--- src/include/tinker_defines.svh ---
// Tinker core build constants
// Widths, register count and fetch parameters shared by the RTL

`ifndef TINKER_DEFINES_SVH
`define TINKER_DEFINES_SVH

// Data path and instruction widths
`define TINKER_XLEN          64
`define TINKER_INST_W        32

// Architectural register file
`define TINKER_REG_COUNT     32

// Fetch
`define TINKER_RESET_PC      64'h2000
`define TINKER_PC_STEP       4

// Operands per instruction that go through the bypass network (rs, rt, rd)
`define TINKER_NUM_OPERANDS  3

`endif

--- src/isa_pkg.sv ---
// Tinker instruction-set types
// Data words, instruction fields and the opcode map

`include "tinker_defines.svh"

package isa_pkg;

    typedef logic [`TINKER_XLEN-1:0]               word_t;
    typedef logic [`TINKER_INST_W-1:0]             inst_word_t;
    typedef logic [$clog2(`TINKER_REG_COUNT)-1:0]  reg_addr_t;
    typedef logic [11:0]                           literal_t;
    typedef logic [5:0]                            shamt_t;

    // Opcode map, bits [31:27] of the instruction
    typedef enum logic [4:0] {
        OP_AND     = 5'h00,
        OP_OR      = 5'h01,
        OP_XOR     = 5'h02,
        OP_NOT     = 5'h03,
        OP_SHFTR   = 5'h04,
        OP_SHFTRI  = 5'h05,
        OP_SHFTL   = 5'h06,
        OP_SHFTLI  = 5'h07,
        OP_BR      = 5'h08,
        OP_BRR     = 5'h09,
        OP_BRRI    = 5'h0A,
        OP_BRNZ    = 5'h0B,
        OP_CALL    = 5'h0C,
        OP_RETURN  = 5'h0D,
        OP_BRGT    = 5'h0E,
        OP_PRIV    = 5'h0F,
        OP_MOV_MEM = 5'h10,
        OP_MOV_REG = 5'h11,
        OP_MOV_LIT = 5'h12,
        OP_MOV_STR = 5'h13,
        OP_ADDF    = 5'h14,
        OP_SUBF    = 5'h15,
        OP_MULF    = 5'h16,
        OP_DIVF    = 5'h17,
        OP_ADD     = 5'h18,
        OP_ADDI    = 5'h19,
        OP_SUB     = 5'h1A,
        OP_SUBI    = 5'h1B,
        OP_MUL     = 5'h1C,
        OP_DIV     = 5'h1D
    } opcode_t;

endpackage

--- src/pipe_pkg.sv ---
// Tinker pipeline payloads
// Structs passed between the stages and out to the memory ports

package pipe_pkg;

    // One operand as read in decode, before bypass
    typedef struct packed {
        isa_pkg::reg_addr_t idx;
        isa_pkg::word_t     value;
    } operand_src_t;

    // A result on its way to the register file
    typedef struct packed {
        logic               valid;
        isa_pkg::reg_addr_t idx;
        isa_pkg::word_t     value;
    } result_fwd_t;

    typedef struct packed {
        logic alu_en;
        logic mem_read;
        logic mem_write;
        logic reg_write;
        logic mem_to_reg;
    } ctrl_t;

    // ##################################################################
    // Stage registers
    // ##################################################################

    typedef struct packed {
        isa_pkg::word_t     pc;
        isa_pkg::opcode_t   opcode;
        isa_pkg::reg_addr_t rd;
        isa_pkg::word_t     literal;
        ctrl_t              ctrl;
    } dex_t;

    typedef struct packed {
        isa_pkg::word_t     result;
        isa_pkg::word_t     mem_addr;
        isa_pkg::word_t     store_data;
        isa_pkg::word_t     br_target;
        logic               br_taken;
        logic               halt;
        isa_pkg::reg_addr_t rd;
        ctrl_t              ctrl;
    } exm_t;

    typedef struct packed {
        isa_pkg::word_t addr;
        isa_pkg::word_t wdata;
        logic           rd;
        logic           wr;
    } dmem_req_t;

    typedef struct packed {
        logic           taken;
        isa_pkg::word_t target;
    } redirect_t;

endpackage

--- src/operand_bypass.sv ---
// Tinker operand bypass
// Picks the newest value of one source register

`timescale 1ns/1ps

module operand_bypass (
    input  pipe_pkg::operand_src_t src,
    input  pipe_pkg::result_fwd_t  ex_fwd,
    input  pipe_pkg::result_fwd_t  mem_fwd,
    output isa_pkg::word_t         value
);
    logic hit_ex;
    logic hit_mem;

    assign hit_ex  = ex_fwd.valid && (ex_fwd.idx == src.idx);
    assign hit_mem = mem_fwd.valid && (mem_fwd.idx == src.idx);

    // Execute holds the younger result, so it wins
    always_comb begin
        if (hit_ex) begin
            value = ex_fwd.value;
        end else if (hit_mem) begin
            value = mem_fwd.value;
        end else begin
            value = src.value;
        end
    end

endmodule

--- config.mk ---
export PLATFORM = sky130hd
export DESIGN_NAME = operand_bypass
export DESIGN_NICKNAME = d
export VERILOG_FILES = /design/src/isa_pkg.sv /design/src/pipe_pkg.sv /design/src/operand_bypass.sv
export VERILOG_INCLUDE_DIRS = /design/src /design/src/include
export SDC_FILE = /design/constraint.sdc
export NUM_CORES = 1
export LEC_CHECK = 0
export ABC_AREA = 1
export BUFFER_PORTS_ARGS = -buffer_cell sky130_fd_sc_hd__buf_2
export CORE_AREA = 8 8 100 102
export DETAILED_ROUTE_END_ITERATION = 8
export DIE_AREA = 0 0 108 110
export PLACE_DENSITY = 0.7
export REMOVE_ABC_BUFFERS = 1
export SLEW_MARGIN = 20
export SYNTH_ARGS = -nofsm -noshare
export SYNTH_HDL_FRONTEND = slang
export SYNTH_SLANG_ARGS = --single-unit
--- constraint.sdc ---
create_clock -name vclk -period 0.9
set_input_delay 0 -clock vclk [all_inputs]
set_output_delay 0 -clock vclk [all_outputs]
set_load 0.005 [all_outputs]
==> Flow_metrics.wiki <==
{| class="wikitable"
! Metric !! Value
|-
| Number of warning messages in the yosys log || 0
|-
| Leading post-synthesis cells by instance count || sky130_fd_sc_hd__nand2_1 (206), sky130_fd_sc_hd__inv_1 (136), sky130_fd_sc_hd__nand3_1 (64), sky130_fd_sc_hd__nand4_1 (64), sky130_fd_sc_hd__buf_6 (27)
|-
| Cell with the most instances after synthesis || sky130_fd_sc_hd__nand2_1
|-
| GR Overflow Total || 0
|-
| Part of the Yosys area used for sequential elements || 0%
|-
| Wire length on met1 || approximately 5000 um
|-
| Via count of the first global-routing pass || slightly above 4,000
|-
| Final worst-path setup slack || -0.287 ns
|-
| Cell-by-cell trace of the critical path || buf_6 -> xor2_1 -> nor2_1 -> nand3_2 -> buf_6 -> clkbuf_16 -> nand3_2 -> nand2_1 -> buf_2
|-
| Max transition margin || 84.1%
|-
| Count of buffers inserted at the top-level ports || 273
|-
| Antenna cell count || 0
|-
| Area leader, netlist || sky130_fd_sc_hd__nand2_1
|-
| Max Clk Rate || ~840 MHz
|-
| Number of clock buffer instances in the layout || 0
|-
| Power spent charging and discharging nets || ~940 uW
|-
| DRC violations left || 0
|-
| Drt via density || between 4 and 5
|-
| Largest net degree at the start of global routing || 40
|-
| Arrival time reported for the critical path endpoint || approximately 1.2 ns
|-
| VDD IR max || 192 uV
|-
| Lkg Pwr || 0.00327 uW
|-
| Number of nets in the final layout || 1,016
|-
| Min Tclk post-route || between 1 and 1.5 ns
|-
| Initial cell density of the core || a little under a third
|-
| Floorplan Core Area || around 8500 um^2
|-
| Sequential share of power || 0%
|-
| Number of search-and-repair iterations in the first detailed-routing pass || 5
|-
| Cell area after placement || a little under 4000 um^2
|-
| Unrepaired setup endpoints after global routing || true
|-
| Synthesized instance count || 533
|-
| Total of endpoints with negative setup slack in the final report || 64
|-
| Number of flip-flops and latches || 0
|-
| Failing checks || negative setup slack
|-
| Proportion of netlist area held by the largest area contributor || ~30%
|-
| Critical Path RT || 0.90 ns
|-
| Worst Path Buf+Inv || 4
|-
| Area of the die || approximately 12,000 um^2
|-
| Internal || 1000 uW
|-
| Routed length on met3 || 1320 um
|-
| Status || finished, violations left
|-
| Layout overhead on the synthesized area || 91.2%
|-
| Die height || about 110 um
|-
| Area of all placed cells without fillers || between 4000 and 5000 um^2
|-
| Share of power burned in combinational logic || between 90% and 100%
|-
| Max cap viols || 0
|-
| Final routed wire length divided by cell count || 15.0 um
|-
| First-pass GRT wire length || around 19,000 um
|-
| Antenna violations before repair || 0
|-
| Fraction of the cycle the final worst path needs || 132%
|-
| Critical path startpoint category || input pin
|-
| Startpoint-to-endpoint class of the critical path || in2out
|-
| Die Width || 108 um
|-
| Final Hold Viols || 0
|-
| Seq. cell area || 0 um^2
|-
| Peak fanout along the critical path || 8
|-
| Placed Instances || just under 900
|-
| Gpl congestion || just over 0.8
|-
| Total number of vias || 4,243
|-
| Slowest CP cell || sky130_fd_sc_hd__buf_6
|-
| Total number of placement rows || 34
|-
| Number of nets with antenna violations after detailed routing || 0
|-
| Cell area after technology mapping || about 2600 um^2
|-
| Count of hold buffers inserted by post-cts repair || 0
|-
| Fill cell instance count of the final layout || between 800 and 900
|-
| DR top layer || met4
|-
| Critical path's largest stage delay || roughly 0.19 ns
|-
| I/O pin count || approximately 270
|-
| Measured slew at the worst slew-check pin || between 0.2 and 0.25 ns
|-
| Total wirelength of the detailed-routed design || roughly 14,000 um
|-
| Layout cells sized above 1 || a little over half
|-
| Critical path endpoint category || output pin
|-
| Mean post-synth cell area || between 4 and 5 um^2
|-
| Kind of cell with the highest combined delay on the critical path || buffers and inverters
|-
| Clock network fraction of design power || 0%
|-
| Detailed Route Iter0 Violations || 230
|-
| Switching part of the total || between 40% and 50%
|-
| Max Slew Vio Count || 0
|-
| Met2 layer wire length in the routed design || approximately 7200 um
|-
| Post-DP HPWL || around 9500 um
|-
| Yosys cell types || 15
|-
| Area contributors post-synth || sky130_fd_sc_hd__nand2_1 (30%), sky130_fd_sc_hd__inv_1 (20%), sky130_fd_sc_hd__nand4_1 (16%)
|-
| Total GRT Usage || around a fifth
|-
| Cell Pwr Density || between 300 and 400 nW/um^2
|-
| Class of the tightest hold or removal check || in2out
|-
| Setup total negative slack || -16.21 ns
|-
| Number of non-filler instances in the completed layout || 913
|}
area by class of cell:
cell class         count  area [um^2]  area share [%]
inverters            140          531            10.9
multi-input cells    353         2030            41.7
well taps            108          135            2.77
repair buffers       312         2180            44.7
placed cells by master, fill, tap and decap left out, drive strengths merged:
cell,instances
nand2,210
o21ai,1
nand4,64
xor2,2
clkbuf,6
nor2,10
bufbuf,1
inv,140
buf,305
nand3,66
final timing paths:
check	from	endpoint	cells after the start
worst min-delay path	ex_fwd[41]	value[41]	4
worst max-delay path	src[68]	value[20]	9
metal layers:
metal	up-vias	track usage, %
li1	2167	-
met1	1860	20.9
met2	202	37.9
met3	14	5.23
met4	0	1.39
met5	-	0
power groups by stage:
stage               combinational (uW)  clock (uW)  sequential, uW
detailed placement                1580           0               0
global route                      2150           0               0
CTS                               1730           0               0
floorplan                          661           0               0
finish                            1950           0               0
global placement                  1570           0               0
cells by family after synthesis:
kind of cell           share of synthesized area, %
AO/OA/AOI/OAI                                 0.196
AND/OR/NAND/NOR                                62.8
XOR/XNOR                                      0.687
buffers and inverters                          36.3
stage by stage:
stage	power [uW]	utilization, %	setup slack (ns)	hold WS [ns]
2_1_floorplan	661	-	-1.50	0.0973
3_3_place_gp	1570	46.4	-0.300	0.262
3_5_place_dp	1580	46.4	-0.303	0.265
4_1_cts	1730	51.4	-0.241	0.266
5_1_grt	2150	57.6	-0.357	0.276
6_report	1950	57.6	-0.287	0.257
repair_timing:
item,4_1_cts,5_1_grt
resized for setup,53,89
gates cloned,7,7
pin swaps,12,29
buffers inserted,7,0
endpoints found under the setup margin,64,64
Power figures use the tool's default switching activity.
