$ cat src/include/tinker_defines.svh
// Tinker core build constants
// Widths, register count and fetch parameters shared by the RTL

`ifndef TINKER_DEFINES_SVH
`define TINKER_DEFINES_SVH

// Data path and instruction widths
`define TINKER_XLEN          64
`define TINKER_INST_W        32

// Architectural register file
`define TINKER_REG_COUNT     32

// Fetch
`define TINKER_RESET_PC      64'h2000
`define TINKER_PC_STEP       4

// Operands per instruction that go through the bypass network (rs, rt, rd)
`define TINKER_NUM_OPERANDS  3

`endif

$ cat src/isa_pkg.sv
// Tinker instruction-set types
// Data words, instruction fields and the opcode map

`include "tinker_defines.svh"

package isa_pkg;

    typedef logic [`TINKER_XLEN-1:0]               word_t;
    typedef logic [`TINKER_INST_W-1:0]             inst_word_t;
    typedef logic [$clog2(`TINKER_REG_COUNT)-1:0]  reg_addr_t;
    typedef logic [11:0]                           literal_t;
    typedef logic [5:0]                            shamt_t;

    // Opcode map, bits [31:27] of the instruction
    typedef enum logic [4:0] {
        OP_AND     = 5'h00,
        OP_OR      = 5'h01,
        OP_XOR     = 5'h02,
        OP_NOT     = 5'h03,
        OP_SHFTR   = 5'h04,
        OP_SHFTRI  = 5'h05,
        OP_SHFTL   = 5'h06,
        OP_SHFTLI  = 5'h07,
        OP_BR      = 5'h08,
        OP_BRR     = 5'h09,
        OP_BRRI    = 5'h0A,
        OP_BRNZ    = 5'h0B,
        OP_CALL    = 5'h0C,
        OP_RETURN  = 5'h0D,
        OP_BRGT    = 5'h0E,
        OP_PRIV    = 5'h0F,
        OP_MOV_MEM = 5'h10,
        OP_MOV_REG = 5'h11,
        OP_MOV_LIT = 5'h12,
        OP_MOV_STR = 5'h13,
        OP_ADDF    = 5'h14,
        OP_SUBF    = 5'h15,
        OP_MULF    = 5'h16,
        OP_DIVF    = 5'h17,
        OP_ADD     = 5'h18,
        OP_ADDI    = 5'h19,
        OP_SUB     = 5'h1A,
        OP_SUBI    = 5'h1B,
        OP_MUL     = 5'h1C,
        OP_DIV     = 5'h1D
    } opcode_t;

endpackage

$ cat src/pipe_pkg.sv
// Tinker pipeline payloads
// Structs passed between the stages and out to the memory ports

package pipe_pkg;

    // One operand as read in decode, before bypass
    typedef struct packed {
        isa_pkg::reg_addr_t idx;
        isa_pkg::word_t     value;
    } operand_src_t;

    // A result on its way to the register file
    typedef struct packed {
        logic               valid;
        isa_pkg::reg_addr_t idx;
        isa_pkg::word_t     value;
    } result_fwd_t;

    typedef struct packed {
        logic alu_en;
        logic mem_read;
        logic mem_write;
        logic reg_write;
        logic mem_to_reg;
    } ctrl_t;

    // ##################################################################
    // Stage registers
    // ##################################################################

    typedef struct packed {
        isa_pkg::word_t     pc;
        isa_pkg::opcode_t   opcode;
        isa_pkg::reg_addr_t rd;
        isa_pkg::word_t     literal;
        ctrl_t              ctrl;
    } dex_t;

    typedef struct packed {
        isa_pkg::word_t     result;
        isa_pkg::word_t     mem_addr;
        isa_pkg::word_t     store_data;
        isa_pkg::word_t     br_target;
        logic               br_taken;
        logic               halt;
        isa_pkg::reg_addr_t rd;
        ctrl_t              ctrl;
    } exm_t;

    typedef struct packed {
        isa_pkg::word_t addr;
        isa_pkg::word_t wdata;
        logic           rd;
        logic           wr;
    } dmem_req_t;

    typedef struct packed {
        logic           taken;
        isa_pkg::word_t target;
    } redirect_t;

endpackage

$ cat src/fetch_unit.sv
// Tinker fetch unit
// Program counter and the fetch/decode pipeline register

`timescale 1ns/1ps
`include "tinker_defines.svh"

module fetch_unit (
    input  logic                clk,
    input  logic                reset,
    input  pipe_pkg::redirect_t redirect,
    output isa_pkg::word_t      imem_addr,
    input  isa_pkg::inst_word_t imem_data,
    output isa_pkg::word_t      dec_pc,
    output isa_pkg::inst_word_t dec_inst
);
    isa_pkg::word_t pc_q;

    assign imem_addr = pc_q;

    // Sequential step unless the memory stage resolved a taken branch
    always_ff @(posedge clk or posedge reset) begin
        if (reset) begin
            pc_q <= `TINKER_RESET_PC;
        end else if (redirect.taken) begin
            pc_q <= redirect.target;
        end else begin
            pc_q <= pc_q + `TINKER_PC_STEP;
        end
    end

    // All-zero word decodes to AND r0 and never writes
    always_ff @(posedge clk or posedge reset) begin
        if (reset) begin
            dec_pc   <= '0;
            dec_inst <= '0;
        end else if (redirect.taken) begin
            dec_pc   <= '0;
            dec_inst <= '0;
        end else begin
            dec_pc   <= pc_q;
            dec_inst <= imem_data;
        end
    end

endmodule

$ cat config.mk
export PLATFORM = sky130hd
export DESIGN_NAME = fetch_unit
export DESIGN_NICKNAME = d
export VERILOG_FILES = /design/src/isa_pkg.sv /design/src/pipe_pkg.sv /design/src/fetch_unit.sv
export VERILOG_INCLUDE_DIRS = /design/src /design/src/include
export SDC_FILE = /design/constraint.sdc
export NUM_CORES = 1
export LEC_CHECK = 0
export BUFFER_PORTS_ARGS = -buffer_cell sky130_fd_sc_hd__buf_2
export CAP_MARGIN = 40
export CELL_PAD_IN_SITES_DETAIL_PLACEMENT = 0
export CELL_PAD_IN_SITES_GLOBAL_PLACEMENT = 1
export CORE_AREA = 4 4 141 129
export CTS_BUF_LIST = sky130_fd_sc_hd__clkbuf_4 sky130_fd_sc_hd__clkbuf_8 sky130_fd_sc_hd__clkbuf_16
export CTS_CLUSTER_DIAMETER = 100
export DETAILED_ROUTE_END_ITERATION = 16
export DIE_AREA = 0 0 145 133
export GPL_TIMING_DRIVEN = 0
export PLACE_DENSITY_LB_ADDON = 0.25
export SLEW_MARGIN = 20
export SYNTH_ARGS = -nofsm -noshare
export SYNTH_HDL_FRONTEND = slang
export SYNTH_SLANG_ARGS = --single-unit
$ cat constraint.sdc
create_clock -name clk -period 8.04 [get_ports clk]
set_input_delay 0.804 -clock clk [delete_from_list [all_inputs] [get_ports clk]]
set_output_delay 0.804 -clock clk [all_outputs]
set_load 0.03 [all_outputs]
==> impl_metrics.py <==
metrics = {
    "placed_design": {
        "place_area_um2": 8013,
        "port_buffers": 257,
        "dp.cells": 1017,
        "hpwl_um": 14280,
        "place.gp.congestion": 0.8248,
    },
    "timing": {
        "max_slew.worst_pin.slew_ns": 0.7928,
        "slew_headroom": 0.4671,
        "finalSetupViolations": 0,
        "tns_ns": 0,
        "drv_slew": 0,
        "grt_setup_unrepaired": "no",
        "period_share": 0.3503,
        "fin_crit_ns": 2.816,
        "hold_violations": 0,
        "max_freq_ghz": 0.3551,
        "clock-skew-final_ns": 0.006174,
    },
    "yosys": {
        "synth_edf_count": 0,
        "yosysSeqAreaShare": 0.6240,
        "syn_area_per_cell_um2": 11.71,
        "synth_ff_type": "dfrtp_1",
        "ys.warnings.count": 0,
        "synth_cell_types": 36,
        "syn_inst": 548,
        "async_reset_ff_frac": 1.000,
        "ys_seq_elements": 160,
        "syn_nets": 648,
        "syn_area_um2": 6419,
    },
    "final_layout": {
        "layout_common_cells": "buf_2 (257), dfrtp_1 (159), nor2b_1 (91)",
        "layout_commonest_cell": "buf_2",
        "area_growth_pct": 34.11,
        "drive_gt1_frac": 0.3604,
        "final_util": 0.5148,
        "layout.cells.non_filler": 1050,
        "nets": 925,
        "fin_area_um2": 8608,
    },
    "power_and_ir_drop": {
        "power.leakage_nw": 4.350,
        "power.density_nw_per_um2": 239.4,
        "ir_worst_vdd_mv": 0.1387,
        "total_power_w": 0.002060,
    },
    "die": {
        "die_w_um": 145,
        "die_area_um2": 19290,
        "core_area_um2": 16720,
        "io_pins": 259,
        "initial_core_util": 0.3838,
        "rows": 45,
        "die_h_um": 133,
    },
    "global_route": {
        "grt_antenna_before_repair": 1,
        "gr-usage-all-layers": 0.2024,
        "grt_remaining_overflow": 0,
        "grt_pass1_vias": 5596,
        "grt_pass1_wl_um": 30720,
        "grt_max_degree": 82,
    },
    "clocking": {
        "clock_latency_ns": 0.42,
        "clock_path_buffers": 2,
        "cts_hold_buf": 0,
        "cts_setup_buffers": 0,
        "clock-sinks": 160,
        "root_buffer": "clkbuf_16",
        "cts_buffers": 17,
        "cts.clk_slew.worst_paths_ns": 0.07,
        "cts_max_level": 4,
        "cts_tree": "built",
        "cts_resized": 0,
    },
    "flow_run": {
        "max-cap-violations": 0,
    },
    "route": {
        "wl_per_cell_um": 18.43,
        "dr.pass1.iters": 4,
        "drcViolationCount": 0,
        "via_count": 5261,
        "drt_wl_total_um": 19350,
        "drt_iter0_markers": 305,
        "drtAntennaViolNets": 0,
        "vias_per_cell": 5.010,
    },
    "outcome": {
        "status": "completed",
    },
    "critical_path": {
        "cp_max_fo": 10,
        "r2r-start": "imem_addr[3]",
        "arrival_ns": 3.16,
        "cp-start-kind": "register",
        "end_kind": "register",
        "worstSetupPathType": "reg2reg",
        "crit_required_ns": 8.38,
        "crit_start": "imem_addr[3]",
    },
    "min_path": {
        "hold_class": "in2async",
    },
}
final cells by class:
class | instances | area, um2
sequential | 160 | 4005
clock inverter | 15 | 167.7
fill | 1544 | 8114
tap | 211 | 264.0
inverter | 7 | 33.78
clock buffer | 17 | 425.4
buffer | 22 | 90.09
multi-input combinational | 359 | 2306
antenna | 1 | 2.502
timing repair buffer | 258 | 1314
stage by stage:
step / setup WS (ns) / hold slack, ns
floorplan: 2.918 / 0.5920
global placement: 1.197 / 0.4555
detailed placement: 4.915 / 0.4656
CTS: 5.135 / 0.4569
global route: 4.937 / 0.4672
finish: 5.224 / 0.4214
worst max-delay path: stages (launching register included):
cell and delay [ns]:
dfrtp_1 0.48, ha_1 0.35, nand2_1 0.14, nor4_2 0.42, nand4_1 0.42, clkbuf_1 0.39, nor3_1 0.31, mux2i_1 0.23
final timing paths:
path,endpoint,slack [ns],depth (start not counted)
worst min register to register,imem_addr[63],0.46,1
max in group asynchronous,imem_addr[13],6.79,3
min in group clk,imem_addr[63],0.46,1
worst max register to register,imem_addr[48],5.22,7
worst min-delay path,dec_inst[10],0.42,2
worst max-delay path,imem_addr[48],5.22,7
synth_stat cells, drive strengths merged, types with 7 or more instances:
master,number,area share
nor2,15,0.0088
and3,9,0.0088
nand2,27,0.016
inv,7,0.0041
nor3,16,0.012
mux2i,41,0.064
o21ai,10,0.0078
and4,7,0.0096
nor2b,91,0.089
nand3,25,0.019
dfrtp,159,0.62
clkbuf,19,0.011
nor4,10,0.015
a21oi,49,0.038
nand4,22,0.024
logic make-up (layout without fill, tap and decap cells):
logic type / count (synthesis) / in the layout / share of synthesized area
DFF: 160 / 160 / 0.6240
other: 0 / 1 / 0
AOI/OAI and AO/OA: 73 / 73 / 0.06219
and+or+nand+nor: 233 / 233 / 0.2144
adders and majority gates: 1 / 1 / 0.001949
buffers and inverters: 29 / 319 / 0.01813
muxes: 42 / 42 / 0.06569
xor gates and xnor gates: 10 / 10 / 0.01364
registers in the layout, summed over array words and instances, names as in the netlist:
signal     count
dec_inst      32
imem_addr     64
dec_pc        64
per-layer routing:
metal / GRT usage / wire [um]
met5: 0 / 0
met4: 0.06385 / 274
met2: 0.3206 / 9065
met3: 0.06507 / 1449
met1: 0.2668 / 8561
where the power goes:
| part | switching, W | leakage, nW | internal [W] |
|---|---|---|---|
| sequential | 0.0000540 | 2.03 | 0.000865 |
| combinational | 0.000230 | 2.03 | 0.000104 |
| clock | 0.000365 | 0.289 | 0.000443 |
| total | 0.000649 | 4.35 | 0.00141 |
(Power assumes the default switching activity.)
