File: src/include/tinker_defines.svh
// Tinker core build constants
// Widths, register count and fetch parameters shared by the RTL

`ifndef TINKER_DEFINES_SVH
`define TINKER_DEFINES_SVH

// Data path and instruction widths
`define TINKER_XLEN          64
`define TINKER_INST_W        32

// Architectural register file
`define TINKER_REG_COUNT     32

// Fetch
`define TINKER_RESET_PC      64'h2000
`define TINKER_PC_STEP       4

// Operands per instruction that go through the bypass network (rs, rt, rd)
`define TINKER_NUM_OPERANDS  3

`endif

File: src/isa_pkg.sv
// Tinker instruction-set types
// Data words, instruction fields and the opcode map

`include "tinker_defines.svh"

package isa_pkg;

    typedef logic [`TINKER_XLEN-1:0]               word_t;
    typedef logic [`TINKER_INST_W-1:0]             inst_word_t;
    typedef logic [$clog2(`TINKER_REG_COUNT)-1:0]  reg_addr_t;
    typedef logic [11:0]                           literal_t;
    typedef logic [5:0]                            shamt_t;

    // Opcode map, bits [31:27] of the instruction
    typedef enum logic [4:0] {
        OP_AND     = 5'h00,
        OP_OR      = 5'h01,
        OP_XOR     = 5'h02,
        OP_NOT     = 5'h03,
        OP_SHFTR   = 5'h04,
        OP_SHFTRI  = 5'h05,
        OP_SHFTL   = 5'h06,
        OP_SHFTLI  = 5'h07,
        OP_BR      = 5'h08,
        OP_BRR     = 5'h09,
        OP_BRRI    = 5'h0A,
        OP_BRNZ    = 5'h0B,
        OP_CALL    = 5'h0C,
        OP_RETURN  = 5'h0D,
        OP_BRGT    = 5'h0E,
        OP_PRIV    = 5'h0F,
        OP_MOV_MEM = 5'h10,
        OP_MOV_REG = 5'h11,
        OP_MOV_LIT = 5'h12,
        OP_MOV_STR = 5'h13,
        OP_ADDF    = 5'h14,
        OP_SUBF    = 5'h15,
        OP_MULF    = 5'h16,
        OP_DIVF    = 5'h17,
        OP_ADD     = 5'h18,
        OP_ADDI    = 5'h19,
        OP_SUB     = 5'h1A,
        OP_SUBI    = 5'h1B,
        OP_MUL     = 5'h1C,
        OP_DIV     = 5'h1D
    } opcode_t;

endpackage

File: src/pipe_pkg.sv
// Tinker pipeline payloads
// Structs passed between the stages and out to the memory ports

package pipe_pkg;

    // One operand as read in decode, before bypass
    typedef struct packed {
        isa_pkg::reg_addr_t idx;
        isa_pkg::word_t     value;
    } operand_src_t;

    // A result on its way to the register file
    typedef struct packed {
        logic               valid;
        isa_pkg::reg_addr_t idx;
        isa_pkg::word_t     value;
    } result_fwd_t;

    typedef struct packed {
        logic alu_en;
        logic mem_read;
        logic mem_write;
        logic reg_write;
        logic mem_to_reg;
    } ctrl_t;

    // ##################################################################
    // Stage registers
    // ##################################################################

    typedef struct packed {
        isa_pkg::word_t     pc;
        isa_pkg::opcode_t   opcode;
        isa_pkg::reg_addr_t rd;
        isa_pkg::word_t     literal;
        ctrl_t              ctrl;
    } dex_t;

    typedef struct packed {
        isa_pkg::word_t     result;
        isa_pkg::word_t     mem_addr;
        isa_pkg::word_t     store_data;
        isa_pkg::word_t     br_target;
        logic               br_taken;
        logic               halt;
        isa_pkg::reg_addr_t rd;
        ctrl_t              ctrl;
    } exm_t;

    typedef struct packed {
        isa_pkg::word_t addr;
        isa_pkg::word_t wdata;
        logic           rd;
        logic           wr;
    } dmem_req_t;

    typedef struct packed {
        logic           taken;
        isa_pkg::word_t target;
    } redirect_t;

endpackage

File: src/memory_stage.sv
// Tinker memory/writeback stage
// Drives the data port, selects writeback data and resolves branches

`timescale 1ns/1ps

module memory_stage (
    input  pipe_pkg::exm_t        exm,
    output pipe_pkg::dmem_req_t   dmem_req,
    input  isa_pkg::word_t        dmem_rdata,
    output pipe_pkg::result_fwd_t wb,
    output pipe_pkg::redirect_t   redirect,
    output logic                  hlt
);
    isa_pkg::word_t wb_value;

    assign dmem_req = '{
        addr:  exm.mem_addr,
        wdata: exm.store_data,
        rd:    exm.ctrl.mem_read,
        wr:    exm.ctrl.mem_write
    };

    // Loads return data in the same cycle
    assign wb_value = exm.ctrl.mem_to_reg ? dmem_rdata : exm.result;

    assign wb       = '{valid: exm.ctrl.reg_write, idx: exm.rd, value: wb_value};
    assign redirect = '{taken: exm.br_taken, target: exm.br_target};
    assign hlt      = exm.halt;

endmodule

File: config.mk
export PLATFORM = sky130hd
export DESIGN_NAME = memory_stage
export DESIGN_NICKNAME = d
export VERILOG_FILES = /design/src/isa_pkg.sv /design/src/pipe_pkg.sv /design/src/memory_stage.sv
export VERILOG_INCLUDE_DIRS = /design/src /design/src/include
export SDC_FILE = /design/constraint.sdc
export NUM_CORES = 1
export LEC_CHECK = 0
export ABC_AREA = 1
export CORE_AREA = 2 2 235 237
export DETAILED_ROUTE_END_ITERATION = 16
export DIE_AREA = 0 0 237 239
export DONT_BUFFER_PORTS = 1
export GPL_ROUTABILITY_DRIVEN = 0
export SLEW_MARGIN = 10
export SYNTH_ARGS = -nofsm -noshare
export SYNTH_HDL_FRONTEND = slang
export SYNTH_SLANG_ARGS = --single-unit
File: constraint.sdc
create_clock -name vclk -period 1.6
set_input_delay 0.24 -clock vclk [all_inputs]
set_output_delay 0.24 -clock vclk [all_outputs]
set_load 0.02 [all_outputs]
==> impl_metrics.tcl, run 1 <==
set metrics [dict create \
    cts_repair_resize_count 0 \
    fin_crit_sh_pct 74.3 \
    max_freq_mhz 842 \
    drt_pre_antenna_iters 4 \
    yosys-mux-area-fraction_pct 0 \
    dieArea_um2 56600 \
    grt_pass1_vias 1628 \
    ff_latch_area_um2 0 \
    layout-area-overhead-vs-synth_pct -20.7 \
    dp.cells 916 \
    cap_viol_max_count 0 \
    post_route_cells_drive_above_1_share_pct 9.43 \
    mappedNetlistArea_um2 2360 \
    slew_viol_final 0 \
    maxSlewHeadroom_pct 82.3 \
    criticalPathCategory "in -> out" \
    crit_path_top_delay_cell "buf_12" \
    worst-slew-pin-transition_ns 0.265 \
    clock_buffer_count 0 \
    largest_net_degree_at_the_start_of_global_routing 66 \
    dpl-instance-area_um2 1870 \
    placement_rows 86 \
    post_synth_and_or_nand_nor_area_fraction_pct 30.5 \
    grt_overflow_total 0 \
    critical_path.cell_chain "inv_2, buf_12, nand2_1, nand2_1, buf_12" \
    fin_area_um2 1870 \
    peak_ir_drop_on_the_vdd_network_v 0.0000841 \
    avgRoutedWirePerCell_um 16.5 \
    syn_avg_cell_area_um2 5.79 \
    finalSetupViolCount 0 \
    grt_antenna_before_repair 0 \
    drc 0 \
    finalHoldViolCount 0 \
    initial_core_util_pct 4.34 \
    final_cell_count_no_fill 916 \
    route.antenna.remaining_nets 0 \
    ys.warnings.count 0 \
    worst_path_largest_cell_delay_ns 0.20 \
    synth-compound-area-share_pct 0 \
    final_period_minus_worst_setup_slack_ns 1.19 \
    synthTopCellsByArea "buf_4 65%, nand2_1 31%, clkbuf_8 3.5%" \
    synth-seq-area-share_pct 0 \
    antenna_cells_inserted 0 \
    run_status "completed" \
    post_cts.repair.setup_buffers 0 \
    grt_first_pass_wirelength_mm 17.1 \
    synthDominantAreaCellType "buf_4" \
    synth_top_family_by_area "buffers and inverters" \
    postRouteWirelength_mm 15.1 \
    post_synth_inst_count 408 \
    postCtsHoldBufs 0 \
    critPathLaunchType "primary input" \
    hold-path-endpoint "dmem_req[101]" \
    post-route-util_pct 3.45 \
    power_leakage_nw 0.704 \
    cp.required_ns 1.36 \
    hold_path.class "in -> out" \
    synth-adder-area-share_pct 0 \
    routed-via-count 1637 \
    cell_with_the_most_instances_after_synthesis "buf_4" \
    boundaryPins 598 \
    post_drt_via_cell_ratio 1.79 \
    hold-path-cell-count 0 \
    final_nets 546 \
    fin_setup_tns_ns 0 \
    drt-initial-drc-count 60 \
    synth_cell_type_count 5 \
    hp-start "exm[175]" \
    cell_area_power_density_nw_per_um2 262 \
    max_fanout_on_critical_path 65 \
    design.seq.count 0 \
    worst-endpoint-arrival_ns 0.95 \
    global_route.usage.total_pct 4.63 \
    synth_top_area_share_pct 64.5 \
    synthXorXnorAreaFrac_pct 0 \
    die_w_um 237 \
    place_hpwl_mm 12.5 \
    die_h_um 239 \
    core_um2 54300 \
    synthTopCellsByCount "203 x buf_4, 192 x nand2_1, 6 x buf_2, 6 x clkbuf_8, 1 x inv_2" \
    cp-end-kind "output pin" \
    synth_fp_nets 740 \
    rsz0062_at_grt "no" \
    number_of_port_buffers 0 \
]
[logic make-up after synthesis]
family	count (synthesis)
and+or+nand+nor	192
buffers and inverters	216
[worst max-delay path, delay by kind of cell]
kind          cells  cell delay [ns]
simple gates      2             0.21
buf+inv           3             0.42
[layer usage]
layer | global-route usage (%) | part of all wire, %
met5 | 0 | 0
met4 | 6.50 | 15
met3 | 4.41 | 23
met2 | 6.84 | 40
met1 | 2.72 | 21
[through the flow]
step                hold WS, ns  total power, mW  worst slack, ns
floorplan                 0.593             1.08            0.615
global placement          0.480            0.510            0.394
detailed placement        0.480            0.514            0.388
CTS                       0.480            0.515            0.379
global route              0.480            0.532            0.359
finish                    0.480            0.491            0.412
[layout make-up]
class | count | area (um^2)
multi-input combinational | 192 | 721
timing repair buffer | 19 | 268
inverter | 1 | 3.75
fill | 6490 | 52500
tap | 704 | 881
[worst max-delay path by stage]
stage                       from  endpoint  slack [ns]  depth (start not counted)
after floorplan           exm[0]    wb[10]        0.62                          4
after global placement    exm[0]    wb[37]        0.39                          5
after detailed placement  exm[0]    wb[38]        0.39                          5
after CTS                 exm[0]    wb[38]        0.38                          5
after global routing      exm[0]    wb[37]        0.36                          5
final                     exm[0]    wb[40]        0.41                          5
[power by group]
part / switching [mW] / leakage, nW / total (mW) / internal, mW
logic: 0.343 / 0.704 / 0.491 / 0.149
registers: 0 / 0 / 0 / 0
clock network: 0 / 0 / 0 / 0
total: 0.343 / 0.704 / 0.491 / 0.149
[placed cells by master (no fill, tap or decap)]
cell / count
nand2_1: 192
buf_12: 10
buf_4: 9
inv_2: 1
(Power assumes the default switching activity.)
==> inputs of run 2 (changes only) <==
--- a/config.mk
+++ b/config.mk
@@ -6,10 +6,10 @@
 export SDC_FILE = /design/constraint.sdc
 export NUM_CORES = 1
 export LEC_CHECK = 0
-export ABC_AREA = 1
-export CORE_AREA = 2 2 235 237
+export ABC_AREA = 0
+export CORE_AREA = 2 2 232 234
 export DETAILED_ROUTE_END_ITERATION = 16
-export DIE_AREA = 0 0 237 239
+export DIE_AREA = 0 0 234 236
 export DONT_BUFFER_PORTS = 1
 export GPL_ROUTABILITY_DRIVEN = 0
 export SLEW_MARGIN = 10
==> constraint.sdc (replaced) <==
create_clock -name vclk -period 1.1
set_input_delay 0.165 -clock vclk [all_inputs]
set_output_delay 0.165 -clock vclk [all_outputs]
set_load 0.02 [all_outputs]
==> impl_metrics.tcl, run 2 <==
set metrics [dict create \
    slew_viol_final 0 \
    post_cts.repair.setup_buffers 0 \
    synthTopCellsByCount "202 x buf_4, 60 x mux2_4, 6 x buf_12" \
    core_um2 53100 \
    postRouteWirelength_mm 11.5 \
    cap_viol_max_count 0 \
    post_synth_inst_count 273 \
    max_fanout_on_critical_path 64 \
    grt_overflow_total 0 \
    synth-seq-area-share_pct 0 \
    route.antenna.remaining_nets 0 \
    fin_setup_tns_ns 0 \
    hp-start "exm[97]" \
    overall_power_mw 0.687 \
    synthDominantAreaCellType "buf_4" \
    drt-initial-drc-count 27 \
    grt_pass1_vias 1217 \
    synth_fp_nets 605 \
    postCtsHoldBufs 0 \
    cts_repair_resize_count 0 \
    cp.required_ns 0.94 \
    mappedNetlistArea_um2 2590 \
    maxSlewHeadroom_pct 85.7 \
    finalSetupViolCount 0 \
    clock_buffer_count 0 \
    synth_top_area_share_pct 58.5 \
    hold-path-endpoint "dmem_req[23]" \
    worst_path_largest_cell_delay_ns 0.41 \
    ff_latch_area_um2 0 \
    critPathLaunchType "primary input" \
    die_w_um 234 \
    post_drt_via_cell_ratio 1.32 \
    number_of_port_buffers 0 \
    cell_with_the_most_instances_after_synthesis "buf_4" \
    boundaryPins 598 \
    layout-area-overhead-vs-synth_pct -29.9 \
    initial_core_util_pct 4.89 \
    final_period_minus_worst_setup_slack_ns 0.754 \
    finalHoldViolCount 0 \
    timing.critical_path.max_delay_family "multiplexers" \
    post_route_cells_drive_above_1_share_pct 100 \
    final_nets 398 \
    global_route.usage.total_pct 3.65 \
    max_freq_mhz 1330 \
    final_cell_count_no_fill 761 \
    crit_path_top_delay_cell "mux2_2" \
    peak_ir_drop_on_the_vdd_network_v 0.000137 \
    power_leakage_nw 0.508 \
    design.seq.count 0 \
    hold_path.class "in -> out" \
    worst-slew-pin-transition_ns 0.215 \
    run_status "completed" \
    synth_cell_type_count 5 \
    die_h_um 236 \
    rsz0062_at_grt "no" \
    syn_avg_cell_area_um2 9.50 \
    filler_cell_count 6268 \
    dp.cells 760 \
    placement_rows 85 \
    fin_crit_sh_pct 68.6 \
    worst-endpoint-arrival_ns 0.59 \
    criticalPathCategory "in -> out" \
    most-common-layout-cells "60 x mux2_4, 4 x mux2_2" \
    critical_path.n_buffers_inverters 0 \
    drt_pre_antenna_iters 4 \
    ys.warnings.count 0 \
    cell_area_power_density_nw_per_um2 378 \
    grt_first_pass_wirelength_mm 12.9 \
    largest_net_degree_at_the_start_of_global_routing 65 \
    cp-end-kind "output pin" \
    synthTopCellsByArea "buf_4 58%, mux2_4 35%, buf_12 4.6%" \
    critical_path.cell_chain "mux2_2" \
    avgRoutedWirePerCell_um 15.2 \
    routed-via-count 1002 \
    dieArea_um2 55200 \
    hold-path-cell-count 0 \
    grt_antenna_before_repair 1 \
    most_common_library_cell_in_the_layout_ignoring_fill_and_taps "mux2_4" \
    drc 0 \
]
## run 2: layout make-up
class / instances / area (um^2) / share of cell area [%]
multi-input cells: 64 / 946 / 52.0
well taps: 696 / 871 / 47.9
diodes: 1 / 2.50 / 0.138
## run 2: power breakdown
group | internal (mW) | switching [mW] | total [mW]
clock | 0.000000122 | 0 | 0.000000122
combinational | 0.289 | 0.398 | 0.687
sequential | 0 | 0 | 0
## run 2: cell families after synthesis
kind of cell | after synthesis | synth area share [%]
buf+inv | 209 | 63.5
mux | 64 | 36.5
## run 2: routing by layer
layer | vias to the layer above | part of all wire [%] | global-route usage (%)
li1 | 257 | - | -
met1 | 368 | 23 | 2.52
met2 | 243 | 28 | 3.29
met3 | 134 | 30 | 4.90
met4 | 0 | 19 | 6.23
met5 | - | 0 | 0
## run 2: metrics by stage
stage               hold slack, ns  utilization (%)  area (um^2)  setup WS (ns)
floorplan                    0.443                -         2590          0.117
global placement             0.330             3.42         1820          0.355
detailed placement           0.330             3.42         1820          0.351
CTS                          0.330             3.42         1820          0.350
global route                 0.330             3.43         1820          0.351
finish                       0.330             3.43         1820          0.346
## run 2: worst max-delay path by stage
| stage | start | to | cells after the start |
|---|---|---|---|
| after global routing | exm[0] | wb[14] | 1 |
| after floorplan | exm[0] | wb[10] | 3 |
| final | exm[0] | wb[0] | 1 |
| after CTS | exm[0] | wb[0] | 1 |
| after detailed placement | exm[0] | wb[0] | 1 |
| after global placement | exm[0] | wb[0] | 1 |
==> inputs of run 3 (changes only) <==
==> constraint.sdc (replaced) <==
create_clock -name vclk -period 0.8
set_input_delay 0.12 -clock vclk [all_inputs]
set_output_delay 0.12 -clock vclk [all_outputs]
set_load 0.02 [all_outputs]
==> impl_metrics.tcl, run 3 (synthesis gave the netlist of run 2 again) <==
set metrics [dict create \
    max_freq_mhz 1350 \
    postCtsHoldBufs 0 \
    drt_pre_antenna_iters 3 \
    worst-endpoint-arrival_ns 0.62 \
    rsz0062_at_grt "no" \
    grt_overflow_total 0 \
    critical_path.cell_chain "mux2_2" \
    cp-end-kind "output pin" \
    critPathLaunchType "primary input" \
    cts_repair_resize_count 0 \
    clock_buffer_count 0 \
    final_nets 398 \
    post_cts.repair.setup_buffers 0 \
    grt_first_pass_wirelength_mm 17.7 \
    grt_antenna_before_repair 3 \
    post_route_cells_drive_above_1_share_pct 100 \
    dp.cells 760 \
    die_w_um 234 \
    max_fanout_on_critical_path 64 \
    slew_viol_final 0 \
    finalSetupViolCount 0 \
    grt_pass1_vias 1226 \
    postRouteWirelength_mm 16.1 \
    final_period_minus_worst_setup_slack_ns 0.743 \
    final_cell_count_no_fill 762 \
    power_leakage_nw 0.508 \
    hp-start "exm[82]" \
    crit_path_top_delay_cell "mux2_2" \
    fin_crit_sh_pct 92.9 \
    most_common_library_cell_in_the_layout_ignoring_fill_and_taps "mux2_4" \
    drt-initial-drc-count 17 \
    route.antenna.remaining_nets 0 \
    ff_latch_area_um2 0 \
    peak_ir_drop_on_the_vdd_network_v 0.000257 \
    routed-via-count 1021 \
    layout-area-overhead-vs-synth_pct -29.8 \
    dieArea_um2 55200 \
    hold-path-endpoint "dmem_req[8]" \
    cell_area_power_density_nw_per_um2 591 \
    finalHoldViolCount 0 \
    boundaryPins 598 \
    worst-slew-pin-transition_ns 0.280 \
    core_um2 53100 \
    placement_rows 85 \
    design.seq.count 0 \
    number_of_port_buffers 0 \
    most-common-layout-cells "60 x mux2_4, 4 x mux2_2" \
    hold-path-cell-count 0 \
    global_route.usage.total_pct 5.36 \
    initial_core_util_pct 4.89 \
    hold_path.class "in -> out" \
    criticalPathCategory "in -> out" \
    timing.critical_path.max_delay_family "multiplexers" \
    critical_path.n_buffers_inverters 0 \
    post_drt_via_cell_ratio 1.34 \
    maxSlewHeadroom_pct 81.4 \
    run_status "completed" \
    largest_net_degree_at_the_start_of_global_routing 65 \
    die_h_um 236 \
    cap_viol_max_count 0 \
    hold_slack_ns 0.240 \
    avgRoutedWirePerCell_um 21.1 \
    drc 0 \
    worst_path_largest_cell_delay_ns 0.46 \
    cp.required_ns 0.68 \
]
[run 3: cell count changes in the layout (fill, tap and decap cells not counted), sizes merged]
cell | previous run | this run
diode | 1 | 2
[run 3: routing by layer]
metal	global-route usage, %	vias up	part of all wire [%]
met5	0	-	0
met2	8.07	263	41
li1	-	259	-
met3	3.12	130	17
met1	4.69	369	29
met4	6.00	0	13
[run 3: cell type report]
| cell class | count | area (um^2) |
|---|---|---|
| Multi-Input combinational cell | 64 | 946 |
| Antenna cell | 2 | 5.00 |
| Fill cell | 6267 | 51200 |
| Tap cell | 696 | 871 |
[run 3: through the flow]
stage	worst slack [ns]	total power [mW]	util, %	area, um^2	setup TNS (ns)
global route	0.0591	1.20	3.43	1820	0
detailed placement	0.0594	1.20	3.42	1820	0
finish	0.0568	1.08	3.43	1820	0
global placement	0.0629	1.20	3.42	1820	0
CTS	0.0586	1.20	3.42	1820	0
floorplan	-0.0453	2.40	-	2600	-2.72
[run 3: how the worst max path moves through the flow]
stage / slack (ns) / cells past startpoint / end / from
floorplan: -0.05 / 3 / wb[10] / exm[0]
global placement: 0.06 / 1 / wb[61] / exm[0]
detailed placement: 0.06 / 1 / wb[61] / exm[0]
CTS: 0.06 / 1 / wb[61] / exm[0]
global route: 0.06 / 1 / wb[61] / exm[0]
finish: 0.06 / 1 / wb[61] / exm[0]
[run 3: power by group]
group          switching [mW]  internal [mW]    total, mW  leakage [nW]
Sequential                  0              0            0             0
Clock                       0    0.000000335  0.000000335     0.0000127
Combinational           0.675          0.402         1.08         0.508
Total                   0.675          0.402         1.08         0.508
